## src/procPkg.sv

```systemverilog
`default_nettype none

package procPkg;

    // datapath and field widths
    localparam int dataW = 16;
    localparam int regAddrW = 3;
    localparam int immW = 6;
    localparam int opcodeW = 4;

    // lsb of each instruction field
    localparam int opcodeLsb = 12;
    localparam int rdLsb = 9;
    localparam int rsLsb = 6;
    localparam int rtLsb = 3;
    // signed immediate overlays rt
    localparam int immLsb = 0;

    typedef enum logic [opcodeW-1:0] {
        opNop  = 4'd0,
        opAdd  = 4'd1,
        opSub  = 4'd2,
        opAnd  = 4'd3,
        opOr   = 4'd4,
        opXor  = 4'd5,
        opAddi = 4'd6,
        opLd   = 4'd7,
        opSt   = 4'd8,
        opIn   = 4'd9,
        opOut  = 4'd10,
        opBeqz = 4'd11,
        opJmp  = 4'd12
    } opcode_e;

    typedef enum logic {
        idle    = 1'b0,
        running = 1'b1
    } runState_e;

    // all-zero word decodes as nop
    localparam logic [dataW-1:0] nopInstr = '0;

    // index of the second register read
    // st has no rt, its store data comes from the rd field
    function automatic logic [regAddrW-1:0] secondSrc(input logic [dataW-1:0] instr);
        logic [opcodeW-1:0] op;
        op = instr[opcodeLsb +: opcodeW];
        if (op == opSt) begin
            return instr[rdLsb +: regAddrW];
        end
        return instr[rtLsb +: regAddrW];
    endfunction

endpackage

`default_nettype wire
```

## src/processor.sv

```systemverilog
`timescale 1ns/1ps
`default_nettype none

module processor import procPkg::*; #(
    parameter int imemAddrW = 6,
    parameter int dmemAddrW = 6
) (
    input  logic                 clk,
    input  logic                 rstN,
    input  logic                 start,
    input  logic                 imemWe,
    input  logic [imemAddrW-1:0] imemAddr,
    input  logic [dataW-1:0]     imemData,
    input  logic [dataW-1:0]     inputPort,
    output logic [dataW-1:0]     outputPort,
    output logic                 outValid
);

    // hazard control
    logic stall;
    logic flushFd;
    logic flushDe;
    logic branchTaken;
    logic [imemAddrW-1:0] branchTarget;

    // fetch/decode register
    logic [dataW-1:0] fdInstr;
    logic [imemAddrW-1:0] fdPc;

    // decode/execute register
    opcode_e deOpcode;
    logic [regAddrW-1:0] deRd;
    logic [regAddrW-1:0] deRs;
    logic [regAddrW-1:0] deRt;
    logic [immW-1:0] deImm;
    logic [dataW-1:0] deRsData;
    logic [dataW-1:0] deRtData;
    logic [imemAddrW-1:0] dePc;
    logic deIsLoad;

    // execute/memory register
    logic [dataW-1:0] emAluResult;
    logic [dataW-1:0] emStoreData;
    logic [regAddrW-1:0] emRd;
    logic emRegWrite;
    logic emMemRead;
    logic emMemWrite;
    logic emIsOut;

    // memory/writeback register, also the regfile write port
    logic [regAddrW-1:0] mwRd;
    logic mwRegWrite;
    logic [dataW-1:0] mwData;

    fetchStage #(
        .imemAddrW(imemAddrW)
    ) fetchStageInst (
        .clk(clk),
        .rstN(rstN),
        .start(start),
        .imemWe(imemWe),
        .imemAddr(imemAddr),
        .imemData(imemData),
        .stall(stall),
        .branchTaken(branchTaken),
        .branchTarget(branchTarget),
        .flushFd(flushFd),
        .fdInstr(fdInstr),
        .fdPc(fdPc)
    );

    decodeStage #(
        .imemAddrW(imemAddrW)
    ) decodeStageInst (
        .clk(clk),
        .rstN(rstN),
        .fdInstr(fdInstr),
        .fdPc(fdPc),
        .stall(stall),
        .flushDe(flushDe),
        .mwRd(mwRd),
        .mwRegWrite(mwRegWrite),
        .mwData(mwData),
        .deOpcode(deOpcode),
        .deRd(deRd),
        .deRs(deRs),
        .deRt(deRt),
        .deImm(deImm),
        .deRsData(deRsData),
        .deRtData(deRtData),
        .dePc(dePc),
        .deIsLoad(deIsLoad)
    );

    // compares the load in execute against the decode sources
    hazardUnit hazardUnitInst (
        .fdInstr(fdInstr),
        .deIsLoad(deIsLoad),
        .deRd(deRd),
        .branchTaken(branchTaken),
        .stall(stall),
        .flushFd(flushFd),
        .flushDe(flushDe)
    );

    executeStage #(
        .imemAddrW(imemAddrW)
    ) executeStageInst (
        .clk(clk),
        .rstN(rstN),
        .deOpcode(deOpcode),
        .deRd(deRd),
        .deRs(deRs),
        .deRt(deRt),
        .deImm(deImm),
        .deRsData(deRsData),
        .deRtData(deRtData),
        .dePc(dePc),
        .inputPort(inputPort),
        .mwRd(mwRd),
        .mwRegWrite(mwRegWrite),
        .mwData(mwData),
        .branchTaken(branchTaken),
        .branchTarget(branchTarget),
        .emAluResult(emAluResult),
        .emStoreData(emStoreData),
        .emRd(emRd),
        .emRegWrite(emRegWrite),
        .emMemRead(emMemRead),
        .emMemWrite(emMemWrite),
        .emIsOut(emIsOut)
    );

    memoryStage #(
        .dmemAddrW(dmemAddrW)
    ) memoryStageInst (
        .clk(clk),
        .rstN(rstN),
        .emAluResult(emAluResult),
        .emStoreData(emStoreData),
        .emRd(emRd),
        .emRegWrite(emRegWrite),
        .emMemRead(emMemRead),
        .emMemWrite(emMemWrite),
        .emIsOut(emIsOut),
        .mwRd(mwRd),
        .mwRegWrite(mwRegWrite),
        .mwData(mwData),
        .outputPort(outputPort),
        .outValid(outValid)
    );

endmodule

`default_nettype wire

```

## src/memoryStage.sv

```systemverilog
`timescale 1ns/1ps
`default_nettype none

module memoryStage import procPkg::*; #(
    parameter int dmemAddrW = 6
) (
    input  logic                clk,
    input  logic                rstN,
    input  logic [dataW-1:0]    emAluResult,
    input  logic [dataW-1:0]    emStoreData,
    input  logic [regAddrW-1:0] emRd,
    input  logic                emRegWrite,
    input  logic                emMemRead,
    input  logic                emMemWrite,
    input  logic                emIsOut,
    output logic [regAddrW-1:0] mwRd,
    output logic                mwRegWrite,
    output logic [dataW-1:0]    mwData,
    output logic [dataW-1:0]    outputPort,
    output logic                outValid
);

    // data store
    logic [dataW-1:0] dmem [2**dmemAddrW];
    logic [dmemAddrW-1:0] addr;
    logic [dataW-1:0] result;

    // low bits of the alu result address the memory
    assign addr = emAluResult[dmemAddrW-1:0];

    always_ff @(posedge clk) begin
        if (emMemWrite) begin
            dmem[addr] <= emStoreData;
        end
    end

    // writeback select, load data or alu result
    assign result = emMemRead ? dmem[addr] : emAluResult;

    // memory/writeback control and output strobe
    always_ff @(posedge clk) begin
        if (!rstN) begin
            mwRegWrite <= 1'b0;
            outValid <= 1'b0;
        end else begin
            mwRegWrite <= emRegWrite;
            outValid <= emIsOut;
        end
    end

    // payload
    always_ff @(posedge clk) begin
        mwRd <= emRd;
        mwData <= result;
        // port holds the last value sent
        if (emIsOut) begin
            outputPort <= emAluResult;
        end
    end

endmodule

`default_nettype wire

```

## src/executeStage.sv

```systemverilog
`timescale 1ns/1ps
`default_nettype none

module executeStage import procPkg::*; #(
    parameter int imemAddrW = 6
) (
    input  logic                 clk,
    input  logic                 rstN,
    input  opcode_e              deOpcode,
    input  logic [regAddrW-1:0]  deRd,
    input  logic [regAddrW-1:0]  deRs,
    input  logic [regAddrW-1:0]  deRt,
    input  logic [immW-1:0]      deImm,
    input  logic [dataW-1:0]     deRsData,
    input  logic [dataW-1:0]     deRtData,
    input  logic [imemAddrW-1:0] dePc,
    input  logic [dataW-1:0]     inputPort,
    input  logic [regAddrW-1:0]  mwRd,
    input  logic                 mwRegWrite,
    input  logic [dataW-1:0]     mwData,
    output logic                 branchTaken,
    output logic [imemAddrW-1:0] branchTarget,
    output logic [dataW-1:0]     emAluResult,
    output logic [dataW-1:0]     emStoreData,
    output logic [regAddrW-1:0]  emRd,
    output logic                 emRegWrite,
    output logic                 emMemRead,
    output logic                 emMemWrite,
    output logic                 emIsOut
);

    logic [dataW-1:0] opA;
    logic [dataW-1:0] opB;
    logic [dataW-1:0] immExt;
    logic [dataW-1:0] aluResult;
    logic regWrite;
    logic memRead;
    logic memWrite;
    logic isOut;

    // em pair is younger than the writeback pair, so it is checked first
    function automatic logic [dataW-1:0] forward(
        input logic [regAddrW-1:0] idx,
        input logic [dataW-1:0]    regVal
    );
        if (emRegWrite && emRd == idx) begin
            return emAluResult;
        end
        if (mwRegWrite && mwRd == idx) begin
            return mwData;
        end
        return regVal;
    endfunction

    always_comb begin
        opA = forward(deRs, deRsData);
        opB = forward(deRt, deRtData);
    end

    assign immExt = {{(dataW-immW){deImm[immW-1]}}, deImm};

    // alu and per-opcode control
    always_comb begin
        aluResult = '0;
        regWrite = 1'b0;
        memRead = 1'b0;
        memWrite = 1'b0;
        isOut = 1'b0;
        branchTaken = 1'b0;
        case (deOpcode)
            opAdd: begin
                aluResult = opA + opB;
                regWrite = 1'b1;
            end
            opSub: begin
                aluResult = opA - opB;
                regWrite = 1'b1;
            end
            opAnd: begin
                aluResult = opA & opB;
                regWrite = 1'b1;
            end
            opOr: begin
                aluResult = opA | opB;
                regWrite = 1'b1;
            end
            opXor: begin
                aluResult = opA ^ opB;
                regWrite = 1'b1;
            end
            opAddi: begin
                aluResult = opA + immExt;
                regWrite = 1'b1;
            end
            opLd: begin
                // effective address
                aluResult = opA + immExt;
                regWrite = 1'b1;
                memRead = 1'b1;
            end
            opSt: begin
                aluResult = opA + immExt;
                memWrite = 1'b1;
            end
            opIn: begin
                aluResult = inputPort;
                regWrite = 1'b1;
            end
            opOut: begin
                // rs value rides to the output port
                aluResult = opA;
                isOut = 1'b1;
            end
            opBeqz: begin
                branchTaken = (opA == '0);
            end
            opJmp: begin
                branchTaken = 1'b1;
            end
            default: begin
                aluResult = '0;
            end
        endcase
    end

    // pc-relative, pc+1+imm wrapped to the imem size
    assign branchTarget = dePc + imemAddrW'(1) + immExt[imemAddrW-1:0];

    // execute/memory register, control part
    always_ff @(posedge clk) begin
        if (!rstN) begin
            emRegWrite <= 1'b0;
            emMemRead <= 1'b0;
            emMemWrite <= 1'b0;
            emIsOut <= 1'b0;
        end else begin
            emRegWrite <= regWrite;
            emMemRead <= memRead;
            emMemWrite <= memWrite;
            emIsOut <= isOut;
        end
    end

    // payload
    always_ff @(posedge clk) begin
        emAluResult <= aluResult;
        emStoreData <= opB;
        emRd <= deRd;
    end

endmodule

`default_nettype wire

```

## src/hazardUnit.sv

```systemverilog
`timescale 1ns/1ps
`default_nettype none

module hazardUnit import procPkg::*; (
    input  logic [dataW-1:0]    fdInstr,
    input  logic                deIsLoad,
    input  logic [regAddrW-1:0] deRd,
    input  logic                branchTaken,
    output logic                stall,
    output logic                flushFd,
    output logic                flushDe
);

    opcode_e fdOp;
    logic [regAddrW-1:0] fdRs;
    logic [regAddrW-1:0] fdSrcB;
    logic readsRs;
    logic readsB;
    logic loadUse;

    assign fdOp = opcode_e'(fdInstr[opcodeLsb +: opcodeW]);
    assign fdRs = fdInstr[rsLsb +: regAddrW];
    assign fdSrcB = secondSrc(fdInstr);

    // which sources the decode instruction really reads
    always_comb begin
        readsRs = 1'b0;
        readsB = 1'b0;
        case (fdOp)
            opAdd, opSub, opAnd, opOr, opXor, opSt: begin
                readsRs = 1'b1;
                readsB = 1'b1;
            end
            opAddi, opLd, opOut, opBeqz: begin
                readsRs = 1'b1;
            end
            default: begin
                readsRs = 1'b0;
            end
        endcase
    end

    // load in execute feeding the next instruction
    assign loadUse = deIsLoad && ((readsRs && deRd == fdRs) || (readsB && deRd == fdSrcB));

    // taken branch squashes both younger slots, flush beats stall
    assign flushFd = branchTaken;
    assign flushDe = branchTaken;
    assign stall = loadUse && !branchTaken;

endmodule

`default_nettype wire

```

## src/decodeStage.sv

```systemverilog
`timescale 1ns/1ps
`default_nettype none

module decodeStage import procPkg::*; #(
    parameter int imemAddrW = 6
) (
    input  logic                 clk,
    input  logic                 rstN,
    input  logic [dataW-1:0]     fdInstr,
    input  logic [imemAddrW-1:0] fdPc,
    input  logic                 stall,
    input  logic                 flushDe,
    input  logic [regAddrW-1:0]  mwRd,
    input  logic                 mwRegWrite,
    input  logic [dataW-1:0]     mwData,
    output opcode_e              deOpcode,
    output logic [regAddrW-1:0]  deRd,
    output logic [regAddrW-1:0]  deRs,
    output logic [regAddrW-1:0]  deRt,
    output logic [immW-1:0]      deImm,
    output logic [dataW-1:0]     deRsData,
    output logic [dataW-1:0]     deRtData,
    output logic [imemAddrW-1:0] dePc,
    output logic                 deIsLoad
);

    // eight general registers
    logic [dataW-1:0] regFile [2**regAddrW];

    opcode_e opcode;
    logic [regAddrW-1:0] rd;
    logic [regAddrW-1:0] rs;
    // second source, rd for st
    logic [regAddrW-1:0] rt;
    logic [immW-1:0] imm;
    logic [dataW-1:0] rsData;
    logic [dataW-1:0] rtData;
    logic isLoad;

    // field split
    assign opcode = opcode_e'(fdInstr[opcodeLsb +: opcodeW]);
    assign rd = fdInstr[rdLsb +: regAddrW];
    assign rs = fdInstr[rsLsb +: regAddrW];
    assign rt = secondSrc(fdInstr);
    assign imm = fdInstr[immLsb +: immW];

    // unknown words count as non-loads
    always_comb begin
        case (opcode)
            opLd:    isLoad = 1'b1;
            default: isLoad = 1'b0;
        endcase
    end

    // writeback port
    always_ff @(posedge clk) begin
        if (mwRegWrite) begin
            regFile[mwRd] <= mwData;
        end
    end

    // write-through, same-cycle write wins over the array
    assign rsData = (mwRegWrite && mwRd == rs) ? mwData : regFile[rs];
    assign rtData = (mwRegWrite && mwRd == rt) ? mwData : regFile[rt];

    // decode/execute control, bubble on flush or stall
    always_ff @(posedge clk) begin
        if (!rstN) begin
            deOpcode <= opNop;
            deIsLoad <= 1'b0;
        end else if (flushDe || stall) begin
            deOpcode <= opNop;
            deIsLoad <= 1'b0;
        end else begin
            deOpcode <= opcode;
            deIsLoad <= isLoad;
        end
    end

    // payload, harmless under a nop opcode
    always_ff @(posedge clk) begin
        deRd <= rd;
        deRs <= rs;
        deRt <= rt;
        deImm <= imm;
        deRsData <= rsData;
        deRtData <= rtData;
        dePc <= fdPc;
    end

endmodule

`default_nettype wire

```

## src/fetchStage.sv

```systemverilog
`timescale 1ns/1ps
`default_nettype none

module fetchStage import procPkg::*; #(
    parameter int imemAddrW = 6
) (
    input  logic                 clk,
    input  logic                 rstN,
    input  logic                 start,
    input  logic                 imemWe,
    input  logic [imemAddrW-1:0] imemAddr,
    input  logic [dataW-1:0]     imemData,
    input  logic                 stall,
    input  logic                 branchTaken,
    input  logic [imemAddrW-1:0] branchTarget,
    input  logic                 flushFd,
    output logic [dataW-1:0]     fdInstr,
    output logic [imemAddrW-1:0] fdPc
);

    // program store
    logic [dataW-1:0] imem [2**imemAddrW];
    logic [imemAddrW-1:0] pc;
    runState_e runState;

    // loader port, only while idle
    always_ff @(posedge clk) begin
        if (imemWe && runState == idle) begin
            imem[imemAddr] <= imemData;
        end
    end

    // run state and pc
    always_ff @(posedge clk) begin
        if (!rstN) begin
            runState <= idle;
            pc <= '0;
        end else if (runState == idle) begin
            // start strobe launches at address 0
            if (start) begin
                runState <= running;
                pc <= '0;
            end
        end else if (branchTaken) begin
            pc <= branchTarget;
        end else if (!stall) begin
            pc <= pc + 1'b1;
        end
    end

    // fetch/decode register
    always_ff @(posedge clk) begin
        if (!rstN) begin
            fdInstr <= nopInstr;
        end else if (runState == idle || flushFd) begin
            // squashed or not yet running
            fdInstr <= nopInstr;
        end else if (!stall) begin
            fdInstr <= imem[pc];
        end
    end

    // pc tag travels with its word
    always_ff @(posedge clk) begin
        if (!stall) begin
            fdPc <= pc;
        end
    end

endmodule

`default_nettype wire

```

## config.mk

```make
export PLATFORM = sky130hd
export DESIGN_NAME = processor
export DESIGN_NICKNAME = d
export VERILOG_FILES = /design/src/procPkg.sv /design/src/processor.sv /design/src/memoryStage.sv /design/src/executeStage.sv /design/src/hazardUnit.sv /design/src/decodeStage.sv /design/src/fetchStage.sv
export SDC_FILE = /design/constraint.sdc
export NUM_CORES = 2
export LEC_CHECK = 0
export BUFFER_PORTS_ARGS = -buffer_cell sky130_fd_sc_hd__buf_2
export CORE_UTILIZATION = 32
export CTS_BUF_LIST = sky130_fd_sc_hd__clkbuf_8 sky130_fd_sc_hd__clkbuf_16
export CTS_CLUSTER_DIAMETER = 50
export CTS_CLUSTER_SIZE = 10
export DETAILED_ROUTE_END_ITERATION = 8
export GPL_TIMING_DRIVEN = 0
export PLACE_DENSITY = 0.46
export SKIP_CTS_REPAIR_TIMING = 1
export SYNTH_ARGS = -nofsm -noshare
export SYNTH_HDL_FRONTEND = slang
export SYNTH_SLANG_ARGS = --single-unit
```

## constraint.sdc

```tcl
create_clock -name clk -period 10.3 [get_ports clk]
set_input_delay 2.06 -clock clk [delete_from_list [all_inputs] [get_ports clk]]
set_output_delay 2.06 -clock clk [all_outputs]
set_load 0.02 [all_outputs]
```

# ---- Yosys cells after proc, flatten, opt, wreduce, memory -nomap -nowiden
# Memory sizes are Yosys's and may differ from the RTL's. A register that Yosys moved wholly into a read port is not among the register bits.
# Cells that the tools add are included.
dict set report word_totals {
  ram_bits 2176
  regBits 115
  inputBits 42
  wordCells 127
  out_inout_bits 17
  mem_count 3
}
# memory words width read_ports rd_ports_with_merged_regs wr line
set mem_list {}
lappend mem_list {fetchStageInst.imem 64 16 1 1 1 fetchStage.sv:22} ;# logic [dataW-1:0] imem [2**imemAddrW];
lappend mem_list {memoryStageInst.dmem 64 16 1 1 1 memoryStage.sv:24} ;# logic [dataW-1:0] dmem [2**dmemAddrW];
lappend mem_list {decodeStageInst.regFile 8 16 2 2 1 decodeStage.sv:28} ;# logic [dataW-1:0] regFile [2**regAddrW];
dict set report classes {
  addsub 6
  n_eq_ne 29
  mux 39
  n_reduce_logical 23
  bitwise_logic 5
}
# operator count
set op_table {}
lappend op_table {{$mux W16} 9}
lappend op_table {{$pmux W16 S8} 1}
lappend op_table {{$add A16 B16 Y16} 2}
lappend op_table {{$eq A4 B3 Y1 const B} 8}
lappend op_table {{$eq A4 B4 Y1 const B} 8}
lappend op_table {{$mux W6} 4}
lappend op_table {{$mux W1} 22}
lappend op_table {{$eq A3 B3 Y1} 6}
lappend op_table {{$and A16 B16 Y16} 1}
lappend op_table {{$eq A4 B2 Y1 const B} 4}
lappend op_table {{$logic_not A16 Y1} 1}
lappend op_table {{$or A16 B16 Y16} 1}
lappend op_table {{$sub A16 B16 Y16} 1}
lappend op_table {{$xor A16 B16 Y16} 1}
lappend op_table {{$add A6 B1 Y6 const B} 2}
lappend op_table {{$reduce_or A10 Y1} 1}
lappend op_table {{$logic_and A1 B1 Y1} 9}
lappend op_table {{$eq A4 B1 Y1 const B} 2}
lappend op_table {{$reduce_or A8 Y1} 1}
lappend op_table {{$add A6 B6 Y6} 1}
lappend op_table {{$mux W3} 2}
lappend op_table {{$reduce_or A6 Y1} 1}
lappend op_table {{$reduce_or A2 Y1} 2}
lappend op_table {{$logic_or A1 B1 Y1} 3}
lappend op_table {{7 further kinds} 9}

# ---- Depth between registers and ports, before layout
dict set report logic_depth {
  word_depth 13
  depth_mapped 23
}

# ---- Hierarchy
# A second synthesis with hierarchy kept.
dict set report unflattened {
  hier_cells 4940
  hier_area_um2 92697.7
}
# mod area_each_um2 instances cells_per_inst seq_area_each_um2
set modules_own_cells {}
lappend modules_own_cells {fetchStage 40903.0 1 1931 31390.1}
lappend modules_own_cells {memoryStage 40737.8 1 2172 31650.4}
lappend modules_own_cells {decodeStage 6655.1 1 292 4364.2}
lappend modules_own_cells {executeStage 4179.0 1 517 780.7}
lappend modules_own_cells {hazardUnit 222.7 1 28 0.0}

# ---- Least setup slack after synthesis
# No wires, ideal clock.
dict set report synth_timing {
  path_type {reg-to-reg}
  startpoint {reg decodeStageInst.deRt[0]}
  endpoint {reg executeStageInst.emAluResult[15]}
  path_slack_ns 5.333
  setup_time_ns 0.061
  path_stages_with_launch 21
  n_path_buf 3
  arrival_time_ns 4.906
  path_cell_list {dfxtp_1 > buf_6 > buf_12 > buf_2 > mux4_2 > mux2i_1 > a211o_1 > ha_1 > and4_1 > nand2_1 > xnor2_1 > o221ai_1 > ha_1 > nand3_1 > o311a_1 > o31ai_1 > inv_1 > or3_1 > mux2_2 > nand4_1 > and4_1}
}
dict set report synth_between {
  elab_chain_cells 8
}
# element line
set synth_lines {}
lappend synth_lines {{from (decl)} decodeStage.sv:19} ;# output logic [regAddrW-1:0] deRt,
lappend synth_lines {{from (signal assigned)} decodeStage.sv:84} ;# deRt <= rt;
lappend synth_lines {{$eq A3 B3 Y1} executeStage.sv:49} ;# if (mwRegWrite && mwRd == idx) begin
lappend synth_lines {{$logic_and A1 B1 Y1} executeStage.sv:49}
lappend synth_lines {{$mux W1 (2 in a row)} executeStage.sv:49}
lappend synth_lines {{$mux W16} executeStage.sv:52} ;# return regVal;
lappend synth_lines {{$mux W16 (*)} executeStage.sv:49}
lappend synth_lines {{$sub A16 B16 Y16, or another cell as far along} executeStage.sv:76} ;# aluResult = opA - opB;
lappend synth_lines {{$pmux W16 S8 (*)} executeStage.sv:70} ;# case (deOpcode)
lappend synth_lines {{named net executeStageInst.aluResult[15]} executeStage.sv:35} ;# logic [dataW-1:0] aluResult;
lappend synth_lines {{to (signal assigned)} executeStage.sv:146} ;# emAluResult <= aluResult;
lappend synth_lines {{to (decl)} executeStage.sv:23} ;# output logic [dataW-1:0] emAluResult,
# Mark *: on every way through the listed nets, which the timed path passes. The rest lies on a longest branch. The select of a mux whose other input is x is not followed.
# A chain may end at the register's enable or synchronous reset.

# ---- Worst setup path in the final report
dict set report layout_timing {
  startpoint {reg executeStageInst.emAluResult[0]}
  endpoint {mem memoryStageInst.dmem[41][12] (enable)}
}
# element line
set layout_lines {}
lappend layout_lines {{to (decl)} memoryStage.sv:24}
# No word-level cell before the write port.

==> summary.txt <==
Tcrit/Tclk final = 73.4%
Setup Crit Path Kind = reg -> reg
Aggregate routed wire length = 301000 um
GR Util All Layers = 21.1%
Crit path buffers/inverters = 6
Iteration-0 DRC count of the detailed router = 6580
Initial core utilization = 32.2%
Max rail drop VDD = 152 uV
Filler cell count in the final layout = 25.1k
Number of optimization iterations in the first detailed-route pass = 5
CTS HTree Levels = 5
Final Slew Violations = 79
Crit path max-delay family = buffers and inverters
Number of max-cap violations = 11
Static leakage = 32.9 nW
Horizontal die dimension = 530 um
Placeable Area = 277000 um2
Number of buffer cells added on primary ports = 54
Placed insts = 8462
Total negative slack for setup checks = 0 ns
Average footprint of a synthesized cell = 19.5 um2
TritonCTS Buffers = 306
Count of flip-flops with a built-in enable after synthesis = 2198
Fraction of power spent switching nets = 23.5%
Setup repair after global routing missed its margin = no
CTS root buf = sky130_fd_sc_hd__clkbuf_16
Most prevalent standard cell on the critical path = sky130_fd_sc_hd__clkbuf_1
Critical path's slowest cell = sky130_fd_sc_hd__clkbuf_1
Share of flip-flops with an asynchronous set or reset after synthesis = 0%
Number of global-route vias before repair = 49.0k
Overall die area = 281000 um2
Top-level I/O count = 59
Worst hold path depth = 0
Number of cell instances on the worst register-to-register path = 9
Share of final-layout standard cells stronger than drive strength 1 = 23.0%
Final instance count without filler cells = 8952
Crit path largest cell delay = 1.17 ns
Part of the total power dissipated in combinational logic = 6.5%
Global-route wire length before repair = 410000 um
Hold slack = 0.333 ns
List of cells traversed by the critical path = clkbuf_1, nor3b_1, clkbuf_1, buf_1, clkbuf_1, buf_1, nand2_1, nor2_2, buf_16
Count of distinct cell types in the synthesized netlist = 74
Clock latency on the worst-skew pair = 0.94 ns
Least-Margin Pin Slew = 1.60 ns
Routability congestion estimate = 0.872
Share of power burned in registers = 47.7%
Syn_nets = 4662
DRC violation count after routing = 0
Sequential cell area fraction in the yosys report = 76.5%
Top flip-flop cell by instance count after synthesis = sky130_fd_sc_hd__edfxtp_1
Psw = 5.19 mW
Class of the most critical hold timing path = reg -> reg
Pwr Total = 22.1 mW
Most common cell after layout, fill and taps aside = sky130_fd_sc_hd__edfxtp_1
Max Clk Rate = 132 MHz
Number of logic stages on the critical path including buffering = 9
Crit path launch type = flop
Ratio of routed vias to standard cells = 5.56
Register clock-pin slew on the reported worst setup and hold paths = 0.06 ns
Cell internal pwr = 16.9 mW
Post-synthesis sequential element count = 2307
Total congestion overflow = 0
Number of vias after detailed routing = 49.8k
Synthesized netlist cell count = 4562
Clk sink count = 2307
Number of nets in the layout = 5165
Area added between synthesis and finish = 19.6%
Setup skew after layout = 0.0674 ns
Area after detailed placement = 97000 um2
Layout Cell Area excl Fill = 107000 um2
Met1 GRT Util = 29.5%
Result of the run = finished with violations
Global-route layer with the greatest usage = met2
Height of the die = 530 um
Number of nets still failing antenna checks after routing = 0
Antenna violations before repair = 27
Drt wl/cell = 33.6 um
Met2 Usage GRT = 33.2%
Failing checks = capacitance limit, slew limit
Combined area of all synthesized cells = 89200 um2
Clock power frac = 45.8%
Data arrival time of the worst path = 8.17 ns
Maximum fanout along the worst path = 10
Site row count = 193
Commonest non-fill, non-tap cells in the layout = sky130_fd_sc_hd__edfxtp_1, sky130_fd_sc_hd__mux4_2, sky130_fd_sc_hd__clkbuf_16
Power per Cell Area = 207 nW/um2
Largest net degree at the start of global routing = 65
Final Hold Vio Count = 0
Critical Path End Type = flop
Buffers from clock root to sink, at most = 4
Detail Placement HPWL = 197000 um
Minimum period implied by the final worst setup slack = 7.56 ns
Worst max-slew margin expressed relative to the limit = -6.94%
Yosys warns = 0
TritonCTS clock tree = done
Worst endpoint required time = 10.91 ns
Number of setup violations in the final report = 0
Met3 capacity usage during global routing = 4.23%
[final cells by class]
cell class / instances / area, um2 / share of cell area [%]
inverters: 47 / 176 / 0.166
clock buffers: 322 / 7980 / 7.49
repair buffers: 195 / 2800 / 2.62
diodes: 10 / 25.0 / 0.0235
clock inverters: 158 / 1560 / 1.47
plain buffers: 280 / 1130 / 1.06
flip-flops and latches: 2307 / 68200 / 64.0
multi-input cells: 1928 / 20100 / 18.8
well taps: 3705 / 4640 / 4.35
[synthesized netlist by cell type (19+ instances only)]
| master | instances | area, um2 |
|---|---|---|
| sky130_fd_sc_hd__o21ai_0 | 55 | 275 |
| sky130_fd_sc_hd__nor2_1 | 219 | 822 |
| sky130_fd_sc_hd__a22oi_1 | 289 | 2170 |
| sky130_fd_sc_hd__mux2i_1 | 38 | 380 |
| sky130_fd_sc_hd__nand3_1 | 30 | 150 |
| sky130_fd_sc_hd__a21oi_1 | 52 | 260 |
| sky130_fd_sc_hd__a221oi_1 | 125 | 1090 |
| sky130_fd_sc_hd__nor4_1 | 19 | 119 |
| sky130_fd_sc_hd__xnor2_1 | 33 | 289 |
| sky130_fd_sc_hd__ha_1 | 56 | 701 |
| sky130_fd_sc_hd__edfxtp_1 | 2198 | 66000 |
| sky130_fd_sc_hd__mux4_2 | 393 | 8850 |
| sky130_fd_sc_hd__clkbuf_1 | 186 | 698 |
| sky130_fd_sc_hd__buf_1 | 69 | 259 |
| sky130_fd_sc_hd__inv_1 | 46 | 173 |
| sky130_fd_sc_hd__nand2_1 | 81 | 304 |
| sky130_fd_sc_hd__a22o_1 | 116 | 1020 |
| sky130_fd_sc_hd__a31oi_1 | 105 | 657 |
| sky130_fd_sc_hd__nor3_1 | 22 | 110 |
| sky130_fd_sc_hd__nand4_1 | 33 | 206 |
| sky130_fd_sc_hd__dfxtp_1 | 109 | 2180 |
| sky130_fd_sc_hd__o221ai_1 | 23 | 201 |
[worst reg2reg max path: cells and delay by family, from the launching register on]
| kind | cells | cell delay [ns] |
|---|---|---|
| flip-flops | 1 | 0.39 |
| AND/OR/NAND/NOR | 3 | 2.04 |
| buffers and inverters | 6 | 4.82 |
[power by group through the flow]
stage	Sequential [mW]	Combinational (mW)	Clock, mW
after floorplan	10.7	0.650	0
after global placement	10.8	1.28	0
after detailed placement	10.7	1.41	0
after CTS	10.5	1.42	10.3
after global routing	10.5	1.48	10.6
final	10.5	1.43	10.1
[registers in the layout (all words and copies together) (netlist names), 16 cells and up]
name                          count
memoryStageInst.dmem           1024
memoryStageInst.mwData           16
decodeStageInst.regFile         128
fetchStageInst.imem            1024
executeStageInst.emStoreData     16
executeStageInst.emAluResult     16
memoryStageInst.outputPort       16
fetchStageInst.fdInstr           16
[routing by layer]
metal,vias to the layer above,routed length [um]
met1,26700,127000
met3,484,25500
li1,20300,-
met5,-,82
met4,14,9400
met2,2372,139000
[stage by stage]
step           setup WS [ns]  util [%]
2_1_floorplan           5.33         -
3_3_place_gp            1.74      34.0
3_5_place_dp            2.88      35.0
4_1_cts                 2.86      38.5
5_1_grt                 2.93      38.5
6_report                2.74      38.5
[path summary, 6_finish.rpt]
check / slack, ns / startpoint / endpoint
worst min-delay path: 0.33 / fetchStageInst.fdPc[1]$_DFFE_PN_ / decodeStageInst.dePc[1]$_DFF_P_
worst min register to register: 0.33 / fetchStageInst.fdPc[1]$_DFFE_PN_ / decodeStageInst.dePc[1]$_DFF_P_
worst max-delay path: 2.74 / executeStageInst.emAluResult[0]$_DFF_P_ / memoryStageInst.dmem[41][12]$_DFFE_PP_
worst max register to register: 2.74 / executeStageInst.emAluResult[0]$_DFF_P_ / memoryStageInst.dmem[41][12]$_DFFE_PP_
[cell families (layout without fill, tap and decap cells)]
logic type | after synthesis | count (layout) | share of synthesized area (%)
AND/OR/NAND/NOR | 521 | 521 | 2.89
other | 0 | 10 | 0
flip-flops | 2307 | 2307 | 76.5
AO/OA/AOI/OAI | 854 | 854 | 7.20
adder cells (fa/ha/maj) | 58 | 58 | 0.831
multiplexers | 447 | 447 | 10.7
XOR/XNOR | 48 | 48 | 0.472
buffers and inverters | 327 | 1002 | 1.45
(Power assumes the default switching activity.)
